**config.mk**
```make
export PLATFORM = sky130hd
export DESIGN_NAME = sync_fifo
export DESIGN_NICKNAME = d
export VERILOG_FILES = /design/src/hdl/sync_fifo.sv
export SDC_FILE = /design/constraint.sdc
export NUM_CORES = 1
export LEC_CHECK = 0
export BUFFER_PORTS_ARGS = -buffer_cell sky130_fd_sc_hd__clkbuf_2
export CORE_MARGIN = 1.5
export CORE_UTILIZATION = 42
export DETAILED_ROUTE_END_ITERATION = 8
export GPL_ROUTABILITY_DRIVEN = 0
export GPL_TIMING_DRIVEN = 0
export HOLD_SLACK_MARGIN = 0.03
export MAX_ROUTING_LAYER = met4
export PLACE_DENSITY = 0.59
export SETUP_SLACK_MARGIN = 0.2
export SLEW_MARGIN = 5
export SYNTH_ARGS = -nofsm -noshare
export SYNTH_HDL_FRONTEND = slang
export SYNTH_SLANG_ARGS = --single-unit
```
**constraint.sdc**
```tcl
create_clock -name clk -period 6.8 [get_ports clk]
set_clock_uncertainty 0.05 [all_clocks]
set_input_delay 1.36 -clock clk [delete_from_list [all_inputs] [get_ports clk]]
set_output_delay 1.36 -clock clk [all_outputs]
set_load 0.005 [all_outputs]
```
**src/hdl/sync_fifo.sv**
```systemverilog
module sync_fifo #(
  parameter type T = logic [7:0],
  parameter int DEPTH = 16
) (
  input  logic        clk,
  input  logic        rst,
  input  T            in_data,
  input  logic        in_valid,
  output logic        in_ready,
  output T            out_data,
  output logic        out_valid,
  input  logic        out_ready,
  output logic [31:0] occup
);

  localparam int AW = $clog2(DEPTH);
  localparam logic [AW:0] FULL_COUNT = (AW + 1)'(DEPTH);

  T              mem [DEPTH];
  logic [AW-1:0] wr_ptr;
  logic [AW-1:0] rd_ptr;
  logic [AW:0]   count;
  logic          push;
  logic          pop;

  assign push      = in_valid & in_ready;
  assign pop       = out_valid & out_ready;
  assign in_ready  = count != FULL_COUNT;
  assign out_valid = count != '0;
  assign out_data  = mem[rd_ptr];
  assign occup     = 32'(count);

  always_ff @(posedge clk) begin
    if (push) begin
      mem[wr_ptr] <= in_data;
    end
  end

  // Pointers wrap on their own since DEPTH is a power of two.
  always_ff @(posedge clk) begin
    if (rst) begin
      wr_ptr <= '0;
      rd_ptr <= '0;
      count  <= '0;
    end else begin
      if (push) begin
        wr_ptr <= wr_ptr + 1'b1;
      end
      if (pop) begin
        rd_ptr <= rd_ptr + 1'b1;
      end
      case ({push, pop})
        2'b10:   count <= count + 1'b1;
        2'b01:   count <= count - 1'b1;
        default: count <= count;
      endcase
    end
  end

endmodule

```
==> results.cfg <==
[timing]
hold_ws_ns = 0.519
post-route-min-period_ns = 3.90
max_freq_mhz = 256
final_hold_viol_count = 0
fin_crit_sh_pct = 57.4
setup_viol = 0
slew_headroom_pct = 37.4
worstMarginPinSlew_ns = 0.936
rsz0062_at_grt = false
drv_slew = 0
tns_ns = 0

[worst_setup_path]
cp_max_fo = 10
critPathCaptureType = output pin
worstPathRequired_ns = 5.39
r2r_cells = 12
reg2reg_slack_ns = 3.64
r2r-end = count[4]
startpoint_type = flip-flop
path_class = reg2out
cp_data_arrival_time_ns = 2.49
reg2reg_from = count[2]

[clocking]
cts_sinks = 145
ctsRootBufferMaster = clkbuf_16
cts_resized = 0
clkLatencyLatePin_ns = 0.41
h-tree-depth = 4
cts_tree = built
postCtsSetupBuffers = 0
cts_buffers = 17
path_clk_slew_ns = 0.06
clock_path_buffers = 2
cts_hold_buf = 0

[pwr]
p_per_area_nw_per_um2 = 337
switching_share_pct = 25.9
p_leak_nw = 2.56
power.total_mw = 2.39
power.switching_mw = 0.618
intPower_mw = 1.77
power_frac_comb_pct = 20.8
pwr-share-clk_pct = 35.6
peakVddDrop_uv = 197
seq_power_share_pct = 43.6

[routing]
vias = 3192
final_antenna_net_count = 0
drt_pre_antenna_iters = 4
routedWlPerCell_um = 19.0
vias_per_cell = 5.15
totalWireLength_mm = 11.8
drc = 0
drtIter0Drc = 339

[synthesis]
synth_area_um2 = 6080
synth_cells = 358
synth.area.top_cells = edfxtp_1 63%, mux4_2 12%, dfxtp_1 5.6%
synth_top_cell_by_area = edfxtp_1
ys_top_cells_by_count = 128 x edfxtp_1, 32 x mux4_2, 27 x buf_4, 26 x nor2_1, 18 x nand2_1
synth_most_common_cell = edfxtp_1
netlist.area_leader.share_pct = 63.2
yosys_most_used_dff = edfxtp_1
yosysSeqAreaShare_pct = 68.8
syn_area_per_cell_um2 = 17.0
synth-seq-cells = 145
yosys_warnings = 0
synth.distinct_cells = 48
synth_edf_count = 128
async_reset_ff_share_pct = 0

[final_layout]
multi_input_area_um2 = 1700
diodes = 0
fin_nets = 448
fill_cells = 1193
seqCellArea_um2 = 4180
fin_area_um2 = 7090
layout-drive-gt1-share_pct = 28.0
final_util_pct = 50.7
syn_to_final_growth_pct = 16.5

[global_route]
antenna_found_initial = 0
track_usage_pct = 17.6
grt_overflow = 0
grt_start_max_net_pins = 17
grt_first_pass_wirelength_mm = 18.1
grt_pass1_vias = 3238

[hold_path]
hold_depth = 2
min_to = wr_ptr[1]
hold_class = reg2reg
hold_start = wr_ptr[1]

[die]
die_y_um = 123
die_w_um = 123
io_pins = 54
die_area_um2 = 15200
start_util_pct = 43.5
core_um2 = 14000
rows = 43

[run]
maxCapViolations = 0

[status]
outcome = completed

[placed_design]
hpwlAfterDp_mm = 7.92
io_buffers = 25
place_area_um2 = 6550
layout by cell type (no fill, tap or decap), drive strengths merged, types with 3 or more instances in the layout:
cell and n:
edfxtp 128, clkbuf 54, buf 38, mux4 32, conb 27, nor2 26, nand2 18, dfxtp 17
a22oi 16, clkinv 9, ha 8, nor3 7, xor2 6, inv 5, nor2b 4, mux2i 3
o21a 3, o211ai 3
worst max-delay path, stage by stage (launching register included):
cell      delay [ns]
dfxtp_1         0.44
clkbuf_1        0.67
mux4_2          0.44
a22oi_1         0.30
nand2_1         0.11
clkbuf_2        0.12
state kept, by name, indices dropped and copies added, names as in the netlist, named ones only:
register,count
wr_ptr,4
rd_ptr,4
count,5
mem,128
routing by layer:
| layer | up-vias | GRT usage [%] | share of wire, % |
|---|---|---|---|
| met2 | 71 | 29.1 | 52 |
| met3 | 9 | 4.66 | 3.7 |
| met4 | 0 | 6.03 | 1.1 |
| met1 | 1623 | 21.0 | 44 |
| met5 | - | - | 0 |
| li1 | 1489 | - | - |
cell families (layout without fill, tap and decap cells):
kind of cell             count (synthesis)  after routing  synth area share [%]
other                                    1             27                0.0616
multiplexers                            35             35                  12.3
XOR/XNOR                                 7              7                  1.01
buffers and inverters                   52            108                  5.14
AO/OA/AOI/OAI                           37             37                  5.12
AND/OR/NAND/NOR                         73             73                  5.90
flip-flops                             145            145                  68.8
adder cells (fa/ha/maj)                  8              8                  1.65
power by group through the flow:
stage | clock network (mW) | logic [mW] | registers, mW
6_report | 0.851 | 0.496 | 1.04
5_1_grt | 0.900 | 0.550 | 1.05
3_5_place_dp | 0 | 0.502 | 1.06
2_1_floorplan | 0 | 0.358 | 1.05
4_1_cts | 0.863 | 0.504 | 1.04
3_3_place_gp | 0 | 0.496 | 1.06
worst max path at each step:
stage | start | end
3_5_place_dp | in_valid | count[4]
6_report | flip-flop | out_data[3]
2_1_floorplan | in_valid | count[4]
3_3_place_gp | in_valid | mem[0][2]
4_1_cts | flip-flop | out_data[3]
5_1_grt | flip-flop | out_data[3]
per-stage QoR:
stage,worst slack [ns],cells
after CTS,2.90,620
after floorplan,3.61,384
after global routing,2.77,620
final,2.90,620
after detailed placement,3.07,589
after global placement,3.12,589
final cells by class:
class	count	area share (%)
sequential	145	59.0
multi-input combinational	187	24.1
clock buffer	21	6.22
buffer	46	4.10
tap	180	3.18
timing repair buffer	25	1.77
clock inverter	10	1.32
inverter	6	0.318
Power figures use the tool's default switching activity.
