==> src/hdl/tx_dma_pkg.sv <==
package tx_dma_pkg;

  // Kind of data that a write-back from the read data mover carries.
  typedef enum logic {
    DST_PACKET     = 1'b0,
    DST_DESCRIPTOR = 1'b1
  } dst_kind_e;

  // Destination address handed to the read data mover.
  // The mover echoes it back on the write-back, so it carries job metadata.
  typedef struct packed {
    logic [32:0] pad;
    dst_kind_e   kind;
    logic [15:0] head;
    logic [7:0]  queue_id;
    logic [5:0]  align;
  } rddm_dst_addr_t;

  typedef struct packed {
    logic [63:0]    src_addr;
    rddm_dst_addr_t dst_addr;
    logic [17:0]    nb_dwords;
    logic [7:0]     dsc_id;
  } rddm_req_t;

  // One 64-byte ring entry as written by the host.
  typedef struct packed {
    logic [415:0] pad;
    logic [31:0]  length;
    logic [63:0]  addr;
  } tx_dsc_t;

  localparam logic [7:0] FETCH_DSC_ID = 8'd2;
  localparam logic [7:0] PKT_DSC_ID = 8'd1;
  localparam int unsigned DWORDS_PER_ENTRY = 16;

endpackage

==> src/hdl/dsc_decoder.sv <==
module dsc_decoder
  import tx_dma_pkg::*;
(
  input  logic         clk,
  input  logic         rst,
  input  logic         rddm_write,
  input  logic [63:0]  rddm_address,
  input  logic [511:0] rddm_writedata,
  output rddm_req_t    req_data,
  output logic         req_valid
);

  rddm_dst_addr_t wb_dst;
  rddm_dst_addr_t pkt_dst;
  tx_dsc_t        wb_dsc;
  logic           is_dsc;

  assign wb_dst = rddm_address;
  assign wb_dsc = rddm_writedata;

  // Packet write-backs are not handled here.
  assign is_dsc = rddm_write && (wb_dst.kind == DST_DESCRIPTOR);

  // Queue and head stay as found in the write address.
  always_comb begin
    pkt_dst      = wb_dst;
    pkt_dst.kind = DST_PACKET;
  end

  always_ff @(posedge clk) begin
    if (rst) begin
      req_valid <= 1'b0;
    end else begin
      req_valid <= is_dsc;
    end
  end

  always_ff @(posedge clk) begin
    if (is_dsc) begin
      req_data.src_addr  <= wb_dsc.addr;
      req_data.dst_addr  <= pkt_dst;
      // Bytes rounded up to whole dwords.
      req_data.nb_dwords <= 18'((33'(wb_dsc.length) + 33'd3) >> 2);
      req_data.dsc_id    <= PKT_DSC_ID;
    end
  end

endmodule

==> config.mk <==
export PLATFORM = sky130hd
export DESIGN_NAME = dsc_decoder
export DESIGN_NICKNAME = d
export VERILOG_FILES = /design/src/hdl/tx_dma_pkg.sv /design/src/hdl/dsc_decoder.sv
export SDC_FILE = /design/constraint.sdc
export NUM_CORES = 1
export LEC_CHECK = 0
export BUFFER_PORTS_ARGS = -buffer_cell sky130_fd_sc_hd__buf_2
export CORE_AREA = 2 2 288 290
export DETAILED_ROUTE_END_ITERATION = 10
export DIE_AREA = 0 0 290 292
export SLEW_MARGIN = 20
export SYNTH_ARGS = -nofsm -noshare
export SYNTH_HDL_FRONTEND = slang
export SYNTH_SLANG_ARGS = --single-unit
==> constraint.sdc <==
create_clock -name clk -period 4.4 [get_ports clk]
set_clock_uncertainty 0.2 [all_clocks]
set_input_delay 0.22 -clock clk [delete_from_list [all_inputs] [get_ports clk]]
set_output_delay 0.22 -clock clk [all_outputs]
set_load 0.1 [all_outputs]
==> flow_summary_export.csv <==
group,metric,value,unit
detailed_routing,routed_wl,33.62,mm
detailed_routing,met3WireLength,4.544,mm
logic_synthesis,ys_seq_area_frac,0.9121,
floorplan,die-area,84680,sq um
placement,gp_congestion,0.7312,
critical_path,cp.buffers_inverters,3,
timing,drv_slew,0,
detailed_routing,vias,3912,
floorplan,core,81580,sq um
pwr,p_total,4.281,mW
detailed_routing,wl_met2,14.10,mm
clock_network,clockRootBuffer,"clkbuf_16",
timing,hold_viol,0,
hold_path,holdCritStartpoint,"rddm_writedata[64]",
timing,holdWs,0.2279,ns
critical_path,cpMostUsedCell,"dlygate4sd3_1",
critical_path,crit_required,4.42,ns
critical_path,cp_top_family,"buffers and inverters",
placement,place_ws,2.048,ns
timing,tns,0,ns
critical_path,crit_slowest_cell,"nor3_1",
clock_network,htreeDepth,4,
grt,antenna_found_initial,20,
clock_network,clkSinkCount,146,
clock_network,cts_tree,"built",
grt,grt.overflow.total,0,
floorplan,start_util,0.05878,
logic_synthesis,synth_top_area_frac,0.9079,
critical_path,worst_path_largest_cell_delay,0.59,ns
logic_synthesis,yosys_warnings,0,
timing,fin_crit_sh,0.5927,
grt,grt_pass1_vias,4130,
timing,worst_slew_margin_rel,0.3217,
placement,io_buffers,296,
floorplan,rows,105,
detailed_routing,wire_per_inst,18.91,microns
logic_synthesis,synth_area,4796,sq um
detailed_routing,wl_met1,13.95,mm
critical_path,crit_path_max_fanout,6,
timing,rsz0062_at_grt,"false",
final_layout,drive_gt1_frac,0.4848,
critical_path,crit_chain,"dlygate4sd3_1 -> buf_2 -> o2111ai_2 -> nor3_1 -> nand4_1 -> xnor2_1 -> dlygate4sd3_1",
detailed_routing,drtAntennaViolNets,0,
grt,grt_max_degree,69,
timing,period_needed,2.608,ns
grt,gr-usage-all-layers,0.07983,
pwr,max-vdd-ir-drop,0.0003611,V
logic_synthesis,synthTopCellsByArea,"edfxtp_1, xnor2_1, buf_4",
floorplan,io_pins,734,
critical_path,end_kind,"flip-flop",
critical_path,critPathArrivalTime,2.63,ns
pwr,powerDensity,437.8,nW/um^2
clock_network,cts_buffers,17,
detailed_routing,dr.pass1.iters,4,
timing,fin_ws,1.792,ns
placement,dp_hpwl,27.96,mm
critical_path,critPathLaunch,"rddm_writedata[67]",
logic_synthesis,ys_seq_elements,146,
critical_path,crit_type,"input port to flip-flop",
detailed_routing,drt-vias-per-instance,2.200,
floorplan,die_y,292,microns
logic_synthesis,synth_top_cell_by_area,"edfxtp_1",
final_layout,fin_nets,1257,
hold_path,hold_path.class,"input port to flip-flop",
logic_synthesis,synth_cell_types,21,
grt,grt_pass1_wl,41.86,mm
floorplan,die_w,290,microns
clock_network,cts.path.max_buffers,2,
timing,max_freq,383.5,MHz
final_layout,syn_to_final_growth,103.9,%
outcome,status,"completed",
pwr,power.leakage,3.629,nW
critical_path,start_kind,"input port",
logic_synthesis,avgSynthCellArea,22.95,sq um
detailed_routing,drt_first_iter_violations,172,
detailed_routing,highest_layer,"met5",
clock_network,clk_pin_slew,0.06,ns
final_layout,final_cell_mix,"buf_2, dlygate4sd3_1, edfxtp_1, clkbuf_16, xnor2_1",
run,cap_violations,0,
detailed_routing,remaining_drc_errors,0,
timing,setup_viol,0,
final_layout,final_common_cell,"buf_2",
timing,tightest_slew,1.017,ns
logic_synthesis,synth_cells,209,
power by group:
part,switching [mW],internal (mW)
combinational,0.904,0.208
sequential,0.0225,1.63
clock,0.709,0.804
worst paths after layout:
check | end | slack, ns | depth (start not counted)
setup / recovery | req_data[25] | 1.79 | 7
hold / removal | req_data[14] | 0.23 | 4
sequential cells by signal (all words and copies together), names as in the netlist:
signal	count
req_valid	1
req_data	145
routing by layer:
layer	vias up	GRT usage
met5	-	0
met4	8	0.02884
met3	37	0.05686
met2	249	0.1144
met1	1866	0.09169
li1	1752	-
cell usage after synthesis, drive strengths merged:
cell type and count:
and2 1, buf 10, conb 2, dfxtp 1, edfxtp 145, inv 4, nand2 6, nand3 5
nand4 2, nor2 8, nor2b 1, nor3 2, o2111ai 1, o211ai 1, o21ai 1, or4 1
xnor2 13, xor2 5
what timing repair did:
item                                    4_1_cts  5_1_grt
endpoints found under the setup margin        0        0
endpoints found under the hold margin       146        0
resized for setup                             0        0
hold buffers                                155        0
buffers inserted                              0        0
area by class of cell:
class / instances / area [sq um]
flip-flops and latches: 146 / 4374
fillers: 9176 / 71810
clock inverters: 15 / 166.4
multi-input cells: 56 / 356.6
well taps: 1070 / 1339
clock buffers: 17 / 425.4
inverters: 4 / 15.01
diodes: 17 / 42.54
repair buffers: 453 / 3060
per-stage QoR:
step	util	std cells	area [sq um]
3_3_place_gp	0.09308	1574	7594
3_5_place_dp	0.09308	1574	7594
4_1_cts	0.1193	1761	9737
6_report	0.1199	1778	9779
5_1_grt	0.1196	1769	9757
2_1_floorplan	-	216	4822
logic make-up after synthesis:
kind of cell,after synthesis,synth area share
buf+inv,14,0.01956
other cells,2,0.001566
xor+xnor,18,0.03287
flops,146,0.9121
compound gates,3,0.005738
simple gates,26,0.02818
Power figures use the tool's default switching activity.
