$ cat src/hdl/tx_queue_pkg.sv
package tx_queue_pkg;

  // Register targeted by a CPU write.
  typedef enum logic [1:0] {
    REG_TAIL   = 2'd0,
    REG_L_ADDR = 2'd1,
    REG_H_ADDR = 2'd2
  } reg_sel_e;

  // One descriptor fetch job.
  // The head is the tail that was current before the update.
  typedef struct packed {
    logic [7:0]  queue_id;
    logic [15:0] tail;
    logic [15:0] head;
    logic [31:0] l_addr;
    logic [31:0] h_addr;
  } q_state_t;

  // Fetch work FIFO between the tail monitor and the issuer.
  localparam int unsigned STATE_FIFO_DEPTH = 16;
  localparam int unsigned STATE_ALM_FULL = 10;

  // Request FIFOs towards the read data mover.
  localparam int unsigned REQ_FIFO_DEPTH = 16;
  localparam int unsigned REQ_ALM_FULL = 8;

endpackage

$ cat src/hdl/queue_table_rd_if.sv
interface queue_table_rd_if #(
  parameter int QID_WIDTH = 2,
  parameter int RB_AWIDTH = 10
);

  logic                 rd_en;
  logic [QID_WIDTH-1:0] queue;
  logic [RB_AWIDTH-1:0] tail;
  logic [31:0]          l_addr;
  logic [31:0]          h_addr;

  // Read data returns two cycles after rd_en.
  modport reader (output rd_en, output queue, input tail, input l_addr, input h_addr);
  modport tbl (input rd_en, input queue, output tail, output l_addr, output h_addr);

endinterface

$ cat src/hdl/queue_state_table.sv
module queue_state_table
  import tx_queue_pkg::*;
#(
  parameter int NB_QUEUES = 4,
  parameter int RB_AWIDTH = 10,
  localparam int QID_WIDTH = $clog2(NB_QUEUES)
) (
  input  logic                 clk,
  input  logic                 rst,
  input  logic                 cpu_wr_en,
  input  reg_sel_e             cpu_wr_sel,
  input  logic [QID_WIDTH-1:0] cpu_wr_queue,
  input  logic [31:0]          cpu_wr_data,
  queue_table_rd_if.tbl        rd
);

  logic [RB_AWIDTH-1:0] tails   [NB_QUEUES];
  logic [31:0]          l_addrs [NB_QUEUES];
  logic [31:0]          h_addrs [NB_QUEUES];

  // Tail writes are delayed so that a read issued for them still sees the old tail.
  logic                 tail_wr_r1;
  logic                 tail_wr_r2;
  logic [QID_WIDTH-1:0] tail_q_r1;
  logic [QID_WIDTH-1:0] tail_q_r2;
  logic [RB_AWIDTH-1:0] tail_d_r1;
  logic [RB_AWIDTH-1:0] tail_d_r2;

  // First read stage.
  logic [RB_AWIDTH-1:0] rd_tail_s1;
  logic [31:0]          rd_l_addr_s1;
  logic [31:0]          rd_h_addr_s1;

  always_ff @(posedge clk) begin
    if (rst) begin
      tail_wr_r1 <= 1'b0;
      tail_wr_r2 <= 1'b0;
    end else begin
      tail_wr_r1 <= cpu_wr_en && (cpu_wr_sel == REG_TAIL);
      tail_wr_r2 <= tail_wr_r1;
    end
    tail_q_r1 <= cpu_wr_queue;
    tail_q_r2 <= tail_q_r1;
    tail_d_r1 <= cpu_wr_data[RB_AWIDTH-1:0];
    tail_d_r2 <= tail_d_r1;
  end

  always_ff @(posedge clk) begin
    if (rst) begin
      for (int i = 0; i < NB_QUEUES; i++) begin
        tails[i]   <= '0;
        l_addrs[i] <= '0;
        h_addrs[i] <= '0;
      end
    end else begin
      if (tail_wr_r2) begin
        tails[tail_q_r2] <= tail_d_r2;
      end
      if (cpu_wr_en && (cpu_wr_sel == REG_L_ADDR)) begin
        l_addrs[cpu_wr_queue] <= cpu_wr_data;
      end
      if (cpu_wr_en && (cpu_wr_sel == REG_H_ADDR)) begin
        h_addrs[cpu_wr_queue] <= cpu_wr_data;
      end
    end
  end

  // Two register stages, like a BRAM with its output register.
  always_ff @(posedge clk) begin
    if (rd.rd_en) begin
      rd_tail_s1   <= tails[rd.queue];
      rd_l_addr_s1 <= l_addrs[rd.queue];
      rd_h_addr_s1 <= h_addrs[rd.queue];
    end
    rd.tail   <= rd_tail_s1;
    rd.l_addr <= rd_l_addr_s1;
    rd.h_addr <= rd_h_addr_s1;
  end

endmodule

$ cat src/flat_wrapper.sv
// flat-port wrapper written by rule: the top's interface ports become plain ports
module queue_state_table_flat import tx_queue_pkg::*;
#(
  parameter int NB_QUEUES = 4,
  parameter int RB_AWIDTH = 10,
  localparam int QID_WIDTH = $clog2(NB_QUEUES)
)
  (clk, rst, cpu_wr_en, cpu_wr_sel, cpu_wr_queue, cpu_wr_data, rd_rd_en, rd_queue, rd_tail, rd_l_addr, rd_h_addr);
  queue_table_rd_if #(.RB_AWIDTH(RB_AWIDTH)) rd_i ();
  input  logic clk;
  input  logic rst;
  input  logic cpu_wr_en;
  input  reg_sel_e cpu_wr_sel;
  input  logic [QID_WIDTH-1:0] cpu_wr_queue;
  input  logic [31:0] cpu_wr_data;
  input wire logic [$bits(rd_i.rd_en)-1:0] rd_rd_en;
  input wire logic [$bits(rd_i.queue)-1:0] rd_queue;
  output wire logic [$bits(rd_i.tail)-1:0] rd_tail;
  output wire logic [$bits(rd_i.l_addr)-1:0] rd_l_addr;
  output wire logic [$bits(rd_i.h_addr)-1:0] rd_h_addr;
  assign rd_i.rd_en = rd_rd_en;
  assign rd_i.queue = rd_queue;
  assign rd_tail = rd_i.tail;
  assign rd_l_addr = rd_i.l_addr;
  assign rd_h_addr = rd_i.h_addr;
  queue_state_table #(.NB_QUEUES(NB_QUEUES), .RB_AWIDTH(RB_AWIDTH)) u_core (.clk(clk), .rst(rst), .cpu_wr_en(cpu_wr_en), .cpu_wr_sel(cpu_wr_sel), .cpu_wr_queue(cpu_wr_queue), .cpu_wr_data(cpu_wr_data), .rd(rd_i));
endmodule
$ cat config.mk
export PLATFORM = sky130hd
export DESIGN_NAME = queue_state_table_flat
export DESIGN_NICKNAME = d
export VERILOG_FILES = /design/src/hdl/tx_queue_pkg.sv /design/src/hdl/queue_table_rd_if.sv /design/src/hdl/queue_state_table.sv /design/src/flat_wrapper.sv
export SDC_FILE = /design/constraint.sdc
export NUM_CORES = 1
export LEC_CHECK = 0
export CAP_MARGIN = 20
export CORE_MARGIN = 1.5
export CORE_UTILIZATION = 30
export DETAILED_ROUTE_END_ITERATION = 12
export DONT_BUFFER_PORTS = 1
export HOLD_SLACK_MARGIN = 0.08
export PLACE_DENSITY = 0.41
export SYNTH_ARGS = -nofsm -noshare
export SYNTH_HDL_FRONTEND = slang
export SYNTH_SLANG_ARGS = --single-unit
$ cat constraint.sdc
create_clock -name clk -period 3.9 [get_ports clk]
set_input_delay 1.17 -clock clk [delete_from_list [all_inputs] [get_ports clk]]
set_output_delay 1.17 -clock clk [all_outputs]
set_load 0.05 [all_outputs]
==> out/qor.csv <==
metric,value,unit
setup_tns,0,ns
ant_nets,0,
maxCapViolCount,0,
finalWorstPathRequiredPeriod,2.43,ns
die_area,0.0602,mm2
power_density,564,mW/mm2
clockBufferDepth,3,
cts_resized,0,
htree_levels,2,
viasPerCell,4.55,
p_leak,6.51,nW
crit_required,2.73,ns
initial_utilization,30.4,%
met1_usage,17.3,%
yosys-top-cells-area,"edfxtp_1 63%, dfxtp_1 11%, mux4_2 9.5%",
wl,39700,um
r2r_slack,2.30,ns
ios,116,
netlist.area_leader.share,63.0,%
hold_viol,0,
place_ws,1.07,ns
relSlewSlack,39.2,%
r2r_end,u_core.tails[1][7],
ys_types,28,
path_class,flop to output pin,
num_rows,88,
min_to,u_core.tail_d_r2[5],
status,completed,
rsz0062_at_grt,false,
cp_max_fo,1,
dp_cells,1684,
cts.sinks,470,
irDropWorstVdd,0.359,mV
fin_crit_sh,62.4,%
finalHoldWorstSlack,0.321,ns
report.final.slew_viol_count,0,
cts_setup_buffers,0,
vias,8106,
synthCells,969,
drt_iter0_drc,491,
dpl_cell_area,0.0184,mm2
crit_arrival,1.26,ns
combPwrFrac,4.1,%
layout_common_cells,"370 x edfxtp_1, 121 x nor3_2, 100 x dfxtp_1, 74 x mux4_2, 71 x nor3_1",
die_h,245,um
grt_use_met2,22.5,%
cp-end-kind,output pin,
internal_power,0.00872,W
die_w,245,um
grt_pass1_vias,8641,
skew,0.0260,ns
p_seq_share,53.2,%
grt_usage,13.4,%
worstMarginPinSlew,0.912,ns
ys.flop_type,edfxtp_1,
synth_edf_count,370,
reg2reg_from,u_core.tail_q_r2[0],
hold_buffers,0,
fmax,411,MHz
syn_avg_cell_area,18.2,um2
ys_seq_elements,470,
synth_async_sr_flop_share,0,%
syn_nets,1011,
grt_max_degree,75,
design_area,0.0201,mm2
worst_slack,1.47,ns
drc_errors,0,
whs_path_depth,0,
ys_seq_area_share,74.4,%
fin_nets,1015,
syn2layout_area_growth,14.3,%
busiest_layer,met2,
setup_violations,0,
num_antenna_cells,0,
core_area,0.0579,mm2
clkTransAtPathRegs,0.06,ns
layout_commonest_cell,edfxtp_1,
p_clk_share,42.7,%
antenna_found_initial,1,
grt_pass1_wl,59200,um
numCtsBuffers,52,
wl_per_cell,22.3,um
tritoncts,done,
yosysWarnings,0,
worstRegToRegCells,3,
switching_power,0.00264,W
swShare,23.2,%
synth_top_cell_by_area,edfxtp_1,
drt_first_pass_iters,4,
place_congestion,0.666,
clk_latency,0.61,ns
portBuffers,0,
hp-class,flop to flop,
drive_gt1_share,30.0,%
cts_root_buffer,clkbuf_16,
holdCritStartpoint,u_core.tail_d_r1[5],
critPathLaunchType,flop,
gr-usage-met3,3.00,%
grt-ovfl-total,0,
detailed_place_hpwl,21900,um
fin_cells,1780,
syn_area,0.0176,mm2
area by class of cell:
cell class	count	area [um2]
Sequential cell	470	13100
Clock buffer	84	1560
Clock inverter	12	143
Inverter	33	124
Fill cell	5518	37800
Tap cell	765	957
Multi-Input combinational cell	396	4050
Timing Repair Buffer	20	188
per-stage QoR:
stage	utilization (%)	power, W
after global routing	34.8	0.0118
after floorplan	-	0.00647
after CTS	34.8	0.0116
after global placement	31.8	0.00663
after detailed placement	31.8	0.00664
final	34.8	0.0114
cell families (layout without fill, tap and decap cells):
| family | after synthesis | count (layout) | share of synthesized area [%] |
|---|---|---|---|
| flops | 470 | 470 | 74.4 |
| simple gates | 312 | 312 | 12.5 |
| buf+inv | 103 | 149 | 3.23 |
| mux | 74 | 74 | 9.46 |
| compound gates | 10 | 10 | 0.461 |
per-layer routing:
| layer | wire [um] | share of wire, % |
|---|---|---|
| met5 | 11 | 0.028 |
| met1 | 17300 | 43 |
| met2 | 19800 | 50 |
| met4 | 843 | 2.1 |
| met3 | 1750 | 4.4 |
power by group through the flow:
stage,logic [W],clock network (W),registers (W)
after floorplan,0.000354,0,0.00612
after global placement,0.000479,0,0.00615
after detailed placement,0.000479,0,0.00616
after CTS,0.000481,0.00502,0.00605
after global routing,0.000496,0.00521,0.00608
final,0.000461,0.00486,0.00605
synth_stat cells, types with 2 or more instances:
| cell | number |
|---|---|
| clkbuf_1 | 15 |
| a41o_1 | 2 |
| nor2_1 | 64 |
| nor2b_1 | 3 |
| buf_1 | 4 |
| buf_4 | 5 |
| o21bai_1 | 7 |
| nor3_1 | 71 |
| inv_1 | 33 |
| edfxtp_1 | 370 |
| buf_6 | 17 |
| nor3_2 | 121 |
| nand2b_1 | 2 |
| buf_2 | 29 |
| mux4_2 | 74 |
| and2_1 | 40 |
| or2_2 | 2 |
| dfxtp_1 | 100 |
state kept, by name, indices dropped and copies added, names as in the netlist:
signal               flops
u_core.h_addrs         128
u_core.rd_tail_s1       10
u_core.rd.l_addr        32
u_core.l_addrs         128
u_core.tail_wr_r2        1
u_core.rd_h_addr_s1     32
u_core.rd.tail          10
u_core.tail_wr_r1        1
u_core.tail_d_r1        10
u_core.tail_q_r2         2
u_core.rd.h_addr        32
u_core.tail_d_r2        10
u_core.tail_q_r1         2
u_core.tails            40
u_core.rd_l_addr_s1     32
worst max-delay path by stage:
stage                                   start               endpoint  slack, ns  cells past startpoint
final                     u_core.rd.h_addr[0]           rd_h_addr[0]       1.47                      0
after global routing      u_core.rd.h_addr[0]           rd_h_addr[0]       1.41                      0
after CTS                 u_core.rd.h_addr[0]           rd_h_addr[0]       1.40                      0
after detailed placement      cpu_wr_queue[0]  u_core.h_addrs[0][31]       1.07                      3
after global placement        cpu_wr_queue[0]  u_core.h_addrs[0][31]       1.08                      3
after floorplan                           rst   u_core.h_addrs[0][0]       0.08                      5
Power figures use the tool's default switching activity.
