===== config.mk =====
export PLATFORM = sky130hd
export DESIGN_NAME = dsc_fetch_issuer
export DESIGN_NICKNAME = d
export VERILOG_FILES = /design/src/hdl/tx_dma_pkg.sv /design/src/hdl/tx_queue_pkg.sv /design/src/hdl/dsc_fetch_issuer.sv
export SDC_FILE = /design/constraint.sdc
export NUM_CORES = 1
export LEC_CHECK = 0
export ABC_AREA = 1
export BUFFER_PORTS_ARGS = -buffer_cell sky130_fd_sc_hd__buf_2
export CAP_MARGIN = 40
export CORE_AREA = 2 2 155 157
export CTS_BUF_LIST = sky130_fd_sc_hd__clkbuf_4 sky130_fd_sc_hd__clkbuf_8 sky130_fd_sc_hd__clkbuf_16
export DETAILED_ROUTE_END_ITERATION = 12
export DIE_AREA = 0 0 157 159
export GPL_TIMING_DRIVEN = 0
export MAX_ROUTING_LAYER = met4
export PLACE_DENSITY = 0.76
export SYNTH_ARGS = -nofsm -noshare
export SYNTH_HDL_FRONTEND = slang
export SYNTH_SLANG_ARGS = --single-unit

===== constraint.sdc =====
create_clock -name clk -period 4.43 [get_ports clk]
set_clock_uncertainty 0.2 [all_clocks]
set_input_delay 0.886 -clock clk [delete_from_list [all_inputs] [get_ports clk]]
set_output_delay 0.886 -clock clk [all_outputs]
set_load 0.05 [all_outputs]

===== src/hdl/tx_dma_pkg.sv =====
package tx_dma_pkg;

  // Kind of data that a write-back from the read data mover carries.
  typedef enum logic {
    DST_PACKET     = 1'b0,
    DST_DESCRIPTOR = 1'b1
  } dst_kind_e;

  // Destination address handed to the read data mover.
  // The mover echoes it back on the write-back, so it carries job metadata.
  typedef struct packed {
    logic [32:0] pad;
    dst_kind_e   kind;
    logic [15:0] head;
    logic [7:0]  queue_id;
    logic [5:0]  align;
  } rddm_dst_addr_t;

  typedef struct packed {
    logic [63:0]    src_addr;
    rddm_dst_addr_t dst_addr;
    logic [17:0]    nb_dwords;
    logic [7:0]     dsc_id;
  } rddm_req_t;

  // One 64-byte ring entry as written by the host.
  typedef struct packed {
    logic [415:0] pad;
    logic [31:0]  length;
    logic [63:0]  addr;
  } tx_dsc_t;

  localparam logic [7:0] FETCH_DSC_ID = 8'd2;
  localparam logic [7:0] PKT_DSC_ID = 8'd1;
  localparam int unsigned DWORDS_PER_ENTRY = 16;

endpackage


===== src/hdl/tx_queue_pkg.sv =====
package tx_queue_pkg;

  // Register targeted by a CPU write.
  typedef enum logic [1:0] {
    REG_TAIL   = 2'd0,
    REG_L_ADDR = 2'd1,
    REG_H_ADDR = 2'd2
  } reg_sel_e;

  // One descriptor fetch job.
  // The head is the tail that was current before the update.
  typedef struct packed {
    logic [7:0]  queue_id;
    logic [15:0] tail;
    logic [15:0] head;
    logic [31:0] l_addr;
    logic [31:0] h_addr;
  } q_state_t;

  // Fetch work FIFO between the tail monitor and the issuer.
  localparam int unsigned STATE_FIFO_DEPTH = 16;
  localparam int unsigned STATE_ALM_FULL = 10;

  // Request FIFOs towards the read data mover.
  localparam int unsigned REQ_FIFO_DEPTH = 16;
  localparam int unsigned REQ_ALM_FULL = 8;

endpackage


===== src/hdl/dsc_fetch_issuer.sv =====
module dsc_fetch_issuer
  import tx_dma_pkg::*;
  import tx_queue_pkg::*;
#(
  parameter int RB_AWIDTH = 10
) (
  input  logic               clk,
  input  logic               rst,
  input  logic [RB_AWIDTH:0] rb_size,
  input  q_state_t           state_data,
  input  logic               state_valid,
  output logic               state_ready,
  input  logic [31:0]        req_occup,
  output rddm_req_t          req_data,
  output logic               req_valid
);

  typedef enum logic {
    ISSUE_NORMAL,
    ISSUE_WRAP
  } issue_state_e;

  issue_state_e state;
  q_state_t     job;
  logic         pop;
  logic         wraps;
  logic [63:0]  head_src;
  logic [63:0]  job_base;
  logic [17:0]  plain_dwords;
  logic [17:0]  wrap_dwords;
  logic [17:0]  tail_dwords;

  function automatic rddm_req_t make_req(input logic [63:0] src, input logic [7:0] queue_id,
                                         input logic [15:0] head, input logic [17:0] dwords);
    rddm_req_t req;
    req                   = '0;
    req.src_addr          = src;
    req.dst_addr.kind     = DST_DESCRIPTOR;
    req.dst_addr.head     = head;
    req.dst_addr.queue_id = queue_id;
    req.nb_dwords         = dwords;
    req.dsc_id            = FETCH_DSC_ID;
    return req;
  endfunction

  // Stall while the request FIFO is almost full or a wrap half is pending.
  assign state_ready = (state == ISSUE_NORMAL) && (req_occup <= REQ_ALM_FULL);
  assign pop         = state_valid && state_ready;

  assign wraps    = state_data.tail <= state_data.head;
  assign head_src = {state_data.h_addr, state_data.l_addr} + (64'(state_data.head) << 6);
  assign job_base = {job.h_addr, job.l_addr};

  assign plain_dwords = 18'((32'(state_data.tail) - 32'(state_data.head)) * DWORDS_PER_ENTRY);
  assign wrap_dwords  = 18'((32'(rb_size) - 32'(state_data.head)) * DWORDS_PER_ENTRY);
  assign tail_dwords  = 18'(32'(job.tail) * DWORDS_PER_ENTRY);

  always_ff @(posedge clk) begin
    if (rst) begin
      state     <= ISSUE_NORMAL;
      req_valid <= 1'b0;
    end else begin
      req_valid <= 1'b0;
      case (state)
        ISSUE_NORMAL: begin
          if (pop) begin
            req_valid <= 1'b1;
            // A wrap to tail zero needs no second half.
            if (wraps && (state_data.tail != '0)) begin
              state <= ISSUE_WRAP;
            end
          end
        end
        ISSUE_WRAP: begin
          req_valid <= 1'b1;
          state     <= ISSUE_NORMAL;
        end
        default: state <= ISSUE_NORMAL;
      endcase
    end
  end

  always_ff @(posedge clk) begin
    if (state == ISSUE_WRAP) begin
      req_data <= make_req(job_base, job.queue_id, 16'd0, tail_dwords);
    end else if (pop) begin
      job <= state_data;
      if (wraps) begin
        req_data <= make_req(head_src, state_data.queue_id, state_data.head, wrap_dwords);
      end else begin
        req_data <= make_req(head_src, state_data.queue_id, state_data.head, plain_dwords);
      end
    end
  end

endmodule


==> flow_summary_export.csv <==
group,metric,value,unit
outcome,outcome,"finished clean",
placement,dp_slack,-0.3065,ns
timing,max_freq,239.0,MHz
logic_synthesis,synth-seq-area-share,50.47,%
grt,grt_pass1_vias,9390,
cts,clk_pin_slew,0.08,ns
worst_hold_path,hp-class,"flip-flop to flip-flop",
detailed_routing,num_vias,9851,
logic_synthesis,synth_area,10950,µm²
logic_synthesis,synth_edf_count,172,
timing,timing.slew.headroom,50.54,%
worst_setup_path,cp.arrival,4.19,ns
cells_and_area,drive_above_1_share,24.06,%
power_and_ir_drop,powerDensity,308.8,nW/µm²
floorplanning,dieWidth,157,µm
worst_setup_path,cp-end-kind,"flip-flop",
detailed_routing,drc,0,
worst_setup_path,path_buf_inv,5,
cts,cts_inserted_buffers,17,
grt,antenna_found_initial,5,
placement,gp_congestion,0.9911,
worst_setup_path,critPathLaunchType,"input port",
grt,overflow,0,
timing,hold_violations,0,
worst_setup_path,cp_common_cell,"nand3_1",
detailed_routing,postRouteAntennaNets,0,
cells_and_area,nets,1780,
power_and_ir_drop,vdd_drop_max,0.1809,mV
cts,clock-sinks,190,
worst_setup_path,crit_type,"input port to flip-flop",
grt,grt_max_degree,58,
timing,setup_violations,0,
floorplanning,start_util,47.21,%
cts,clockRootBuffer,"clkbuf_16",
worst_setup_path,slowest_delay,0.43,ns
worst_setup_path,critical-path-top-delay-family,"simple AND/OR/NAND/NOR gates",
logic_synthesis,synth_cells,1258,
timing,tightest_slew,0.7351,ns
floorplanning,design.core.area,23190,µm²
logic_synthesis,ys_dominant_reg_cell,"edfxtp_1",
worst_setup_path,cp.required,4.44,ns
placement,dpl_cell_area,12870,µm²
timing,fin_crit_sh,94.44,%
detailed_routing,finalWirelength,34320,µm
placement,io_buffers,253,
cts,insertion_delay,0.44,ns
flow_run,max-cap-violations,0,
logic_synthesis,async_flop_share,0,%
logic_synthesis,synth_warnings,0,
power_and_ir_drop,leakage,6.354,nW
cts,cts_tree,"yes",
placement,hpwlAfterDp,26710,µm
cells_and_area,fin_area,13500,µm²
logic_synthesis,synth_cell_types,44,
detailed_routing,routedWlPerCell,17.86,µm
timing,whs,0.2893,ns
logic_synthesis,ys_seq_elements,190,
cells_and_area,area_growth,23.30,%
grt,grt_pass1_wl,51430,µm
timing,rsz0062_at_grt,"false",
cts,cts_buffer_depth,2,
logic_synthesis,syn_area_per_cell,8.703,µm²
worst_setup_path,critical_path.max_fanout,10,
floorplanning,die_h,159,µm
worst_setup_path,crit_chain,"buf_2 -> inv_1 -> ha_1 -> nand2_1 -> inv_1 -> nand3_1 -> nor3_2 -> nand3_1 -> nand2_2 -> buf_2 -> nor2_1 -> a21oi_1 -> ha_1 -> inv_1 -> fa_1 -> a21oi_1 -> o21ai_1 -> nand3_1 -> nand3_1 -> nand3_1 -> nand2_1",
worst_setup_path,crit_slowest_cell,"fa_1",
floorplanning,die_area,24960,µm²
floorplanning,row_count,56,
detailed_routing,drtPass1Iterations,7,
cts,htreeDepth,4,
grt,grt_use_total,28.23,%
detailed_routing,drt_iter0_drc,668,
detailed_routing,viasPerCell,5.125,
floorplanning,io_pins,306,
timing,period_minus_slack,4.184,ns
timing,finalSetupTns,0,ns
timing,drv_slew,0,
timing,fin_ws,0.2465,ns
registers in the layout (all words and copies together), names as in the netlist:
register and cells:
req_data 102, job 86, state 1, req_valid 1
metrics by stage:
stage | std cells | util (%) | power [mW]
5_1_grt | 1920 | 58.18 | 4.318
2_1_floorplan | 1308 | - | 2.424
3_5_place_dp | 1883 | 55.51 | 2.624
6_report | 1922 | 58.21 | 4.169
3_3_place_gp | 1880 | 55.21 | 2.615
4_1_cts | 1915 | 58.11 | 4.176
per-layer routing:
metal	track usage (%)	wire, µm
met1	38.09	14710
met2	44.04	16040
met3	4.573	2986
met4	8.299	585
met5	-	0
timing repair:
action,in CTS,in global routing
buffers inserted,0,0
hold buffers,0,0
gates resized for setup,0,3
endpoints found under the setup margin,0,5
cell type report:
class	instances	area, µm²
Buffer	76	521.8
Inverter	109	411.6
Multi-Input combinational cell	933	4690
Fill cell	2117	9693
Sequential cell	190	5525
Timing Repair Buffer	256	1333
Clock inverter	14	168.9
Antenna cell	7	17.52
Clock buffer	18	432.9
Tap cell	319	399.1
path summary, 6_finish.rpt:
check                           slack (ns)  depth (start not counted)                   endpoint                 startpoint
worst min register to register        0.29                          2  req_data[55]$_SDFFE_PP0P_  req_data[55]$_SDFFE_PP0P_
worst max-delay path                  0.25                         21     req_data[22]$_DFFE_PP_             state_data[75]
worst max register to register        1.23                          8    req_data[117]$_DFFE_PP_           state$_SDFF_PP0_
worst min-delay path                  0.29                          2  req_data[55]$_SDFFE_PP0P_  req_data[55]$_SDFFE_PP0P_
synth_stat cells, types with 5 or more instances:
master	n	area share [%]
nand2_1	364	12
edfxtp_1	172	47
nor2_1	118	4.0
inv_1	106	3.6
nand3_1	83	3.8
buf_4	58	4.0
o21ai_0	49	2.2
ha_1	45	5.1
a21oi_1	43	2.0
o21ai_1	32	1.5
nand4_1	26	1.5
nor3_1	24	1.1
dfxtp_1	18	3.3
xnor2_1	15	1.2
nor4_1	14	0.80
clkbuf_1	13	0.45
mux2_2	7	0.72
nand3b_1	7	0.48
xor2_1	7	0.56
nand2_2	5	0.29
o21ai_2	5	0.40
or2_0	5	0.29
power by group:
group	total (mW)	leakage, nW	switching [mW]	internal [mW]
combinational	0.665	4.14	0.439	0.227
sequential	1.93	1.92	0.0000000129	1.93
clock	1.57	0.293	0.754	0.815
tightest hold or removal path: stages (launching register included):
cell and delay (ns):
dfxtp_1 0.33, nor2_1 0.05, nor2_1 0.08
cell usage in the layout, fill, tap and decap left out, types with 45 or more instances in the layout:
master and instances:
o21ai_0 47, buf_4 58, ha_1 45, nand3_1 83
edfxtp_1 172, conb_1 52, inv_1 106, nor2_1 118
nand2_1 363, buf_2 256
kinds of logic (layout without fill, tap and decap cells):
group / Yosys count / in the layout / synth area share (%)
and+or+nand+nor: 664 / 664 / 26.03
AOI/OAI and AO/OA: 141 / 141 / 6.914
buffers and inverters: 185 / 473 / 8.526
xor gates and xnor gates: 22 / 22 / 1.760
other: 2 / 59 / 0.06860
adders and majority gates: 47 / 47 / 5.509
muxes: 7 / 7 / 0.7200
DFF: 190 / 190 / 50.47
Power figures use the tool's default switching activity.
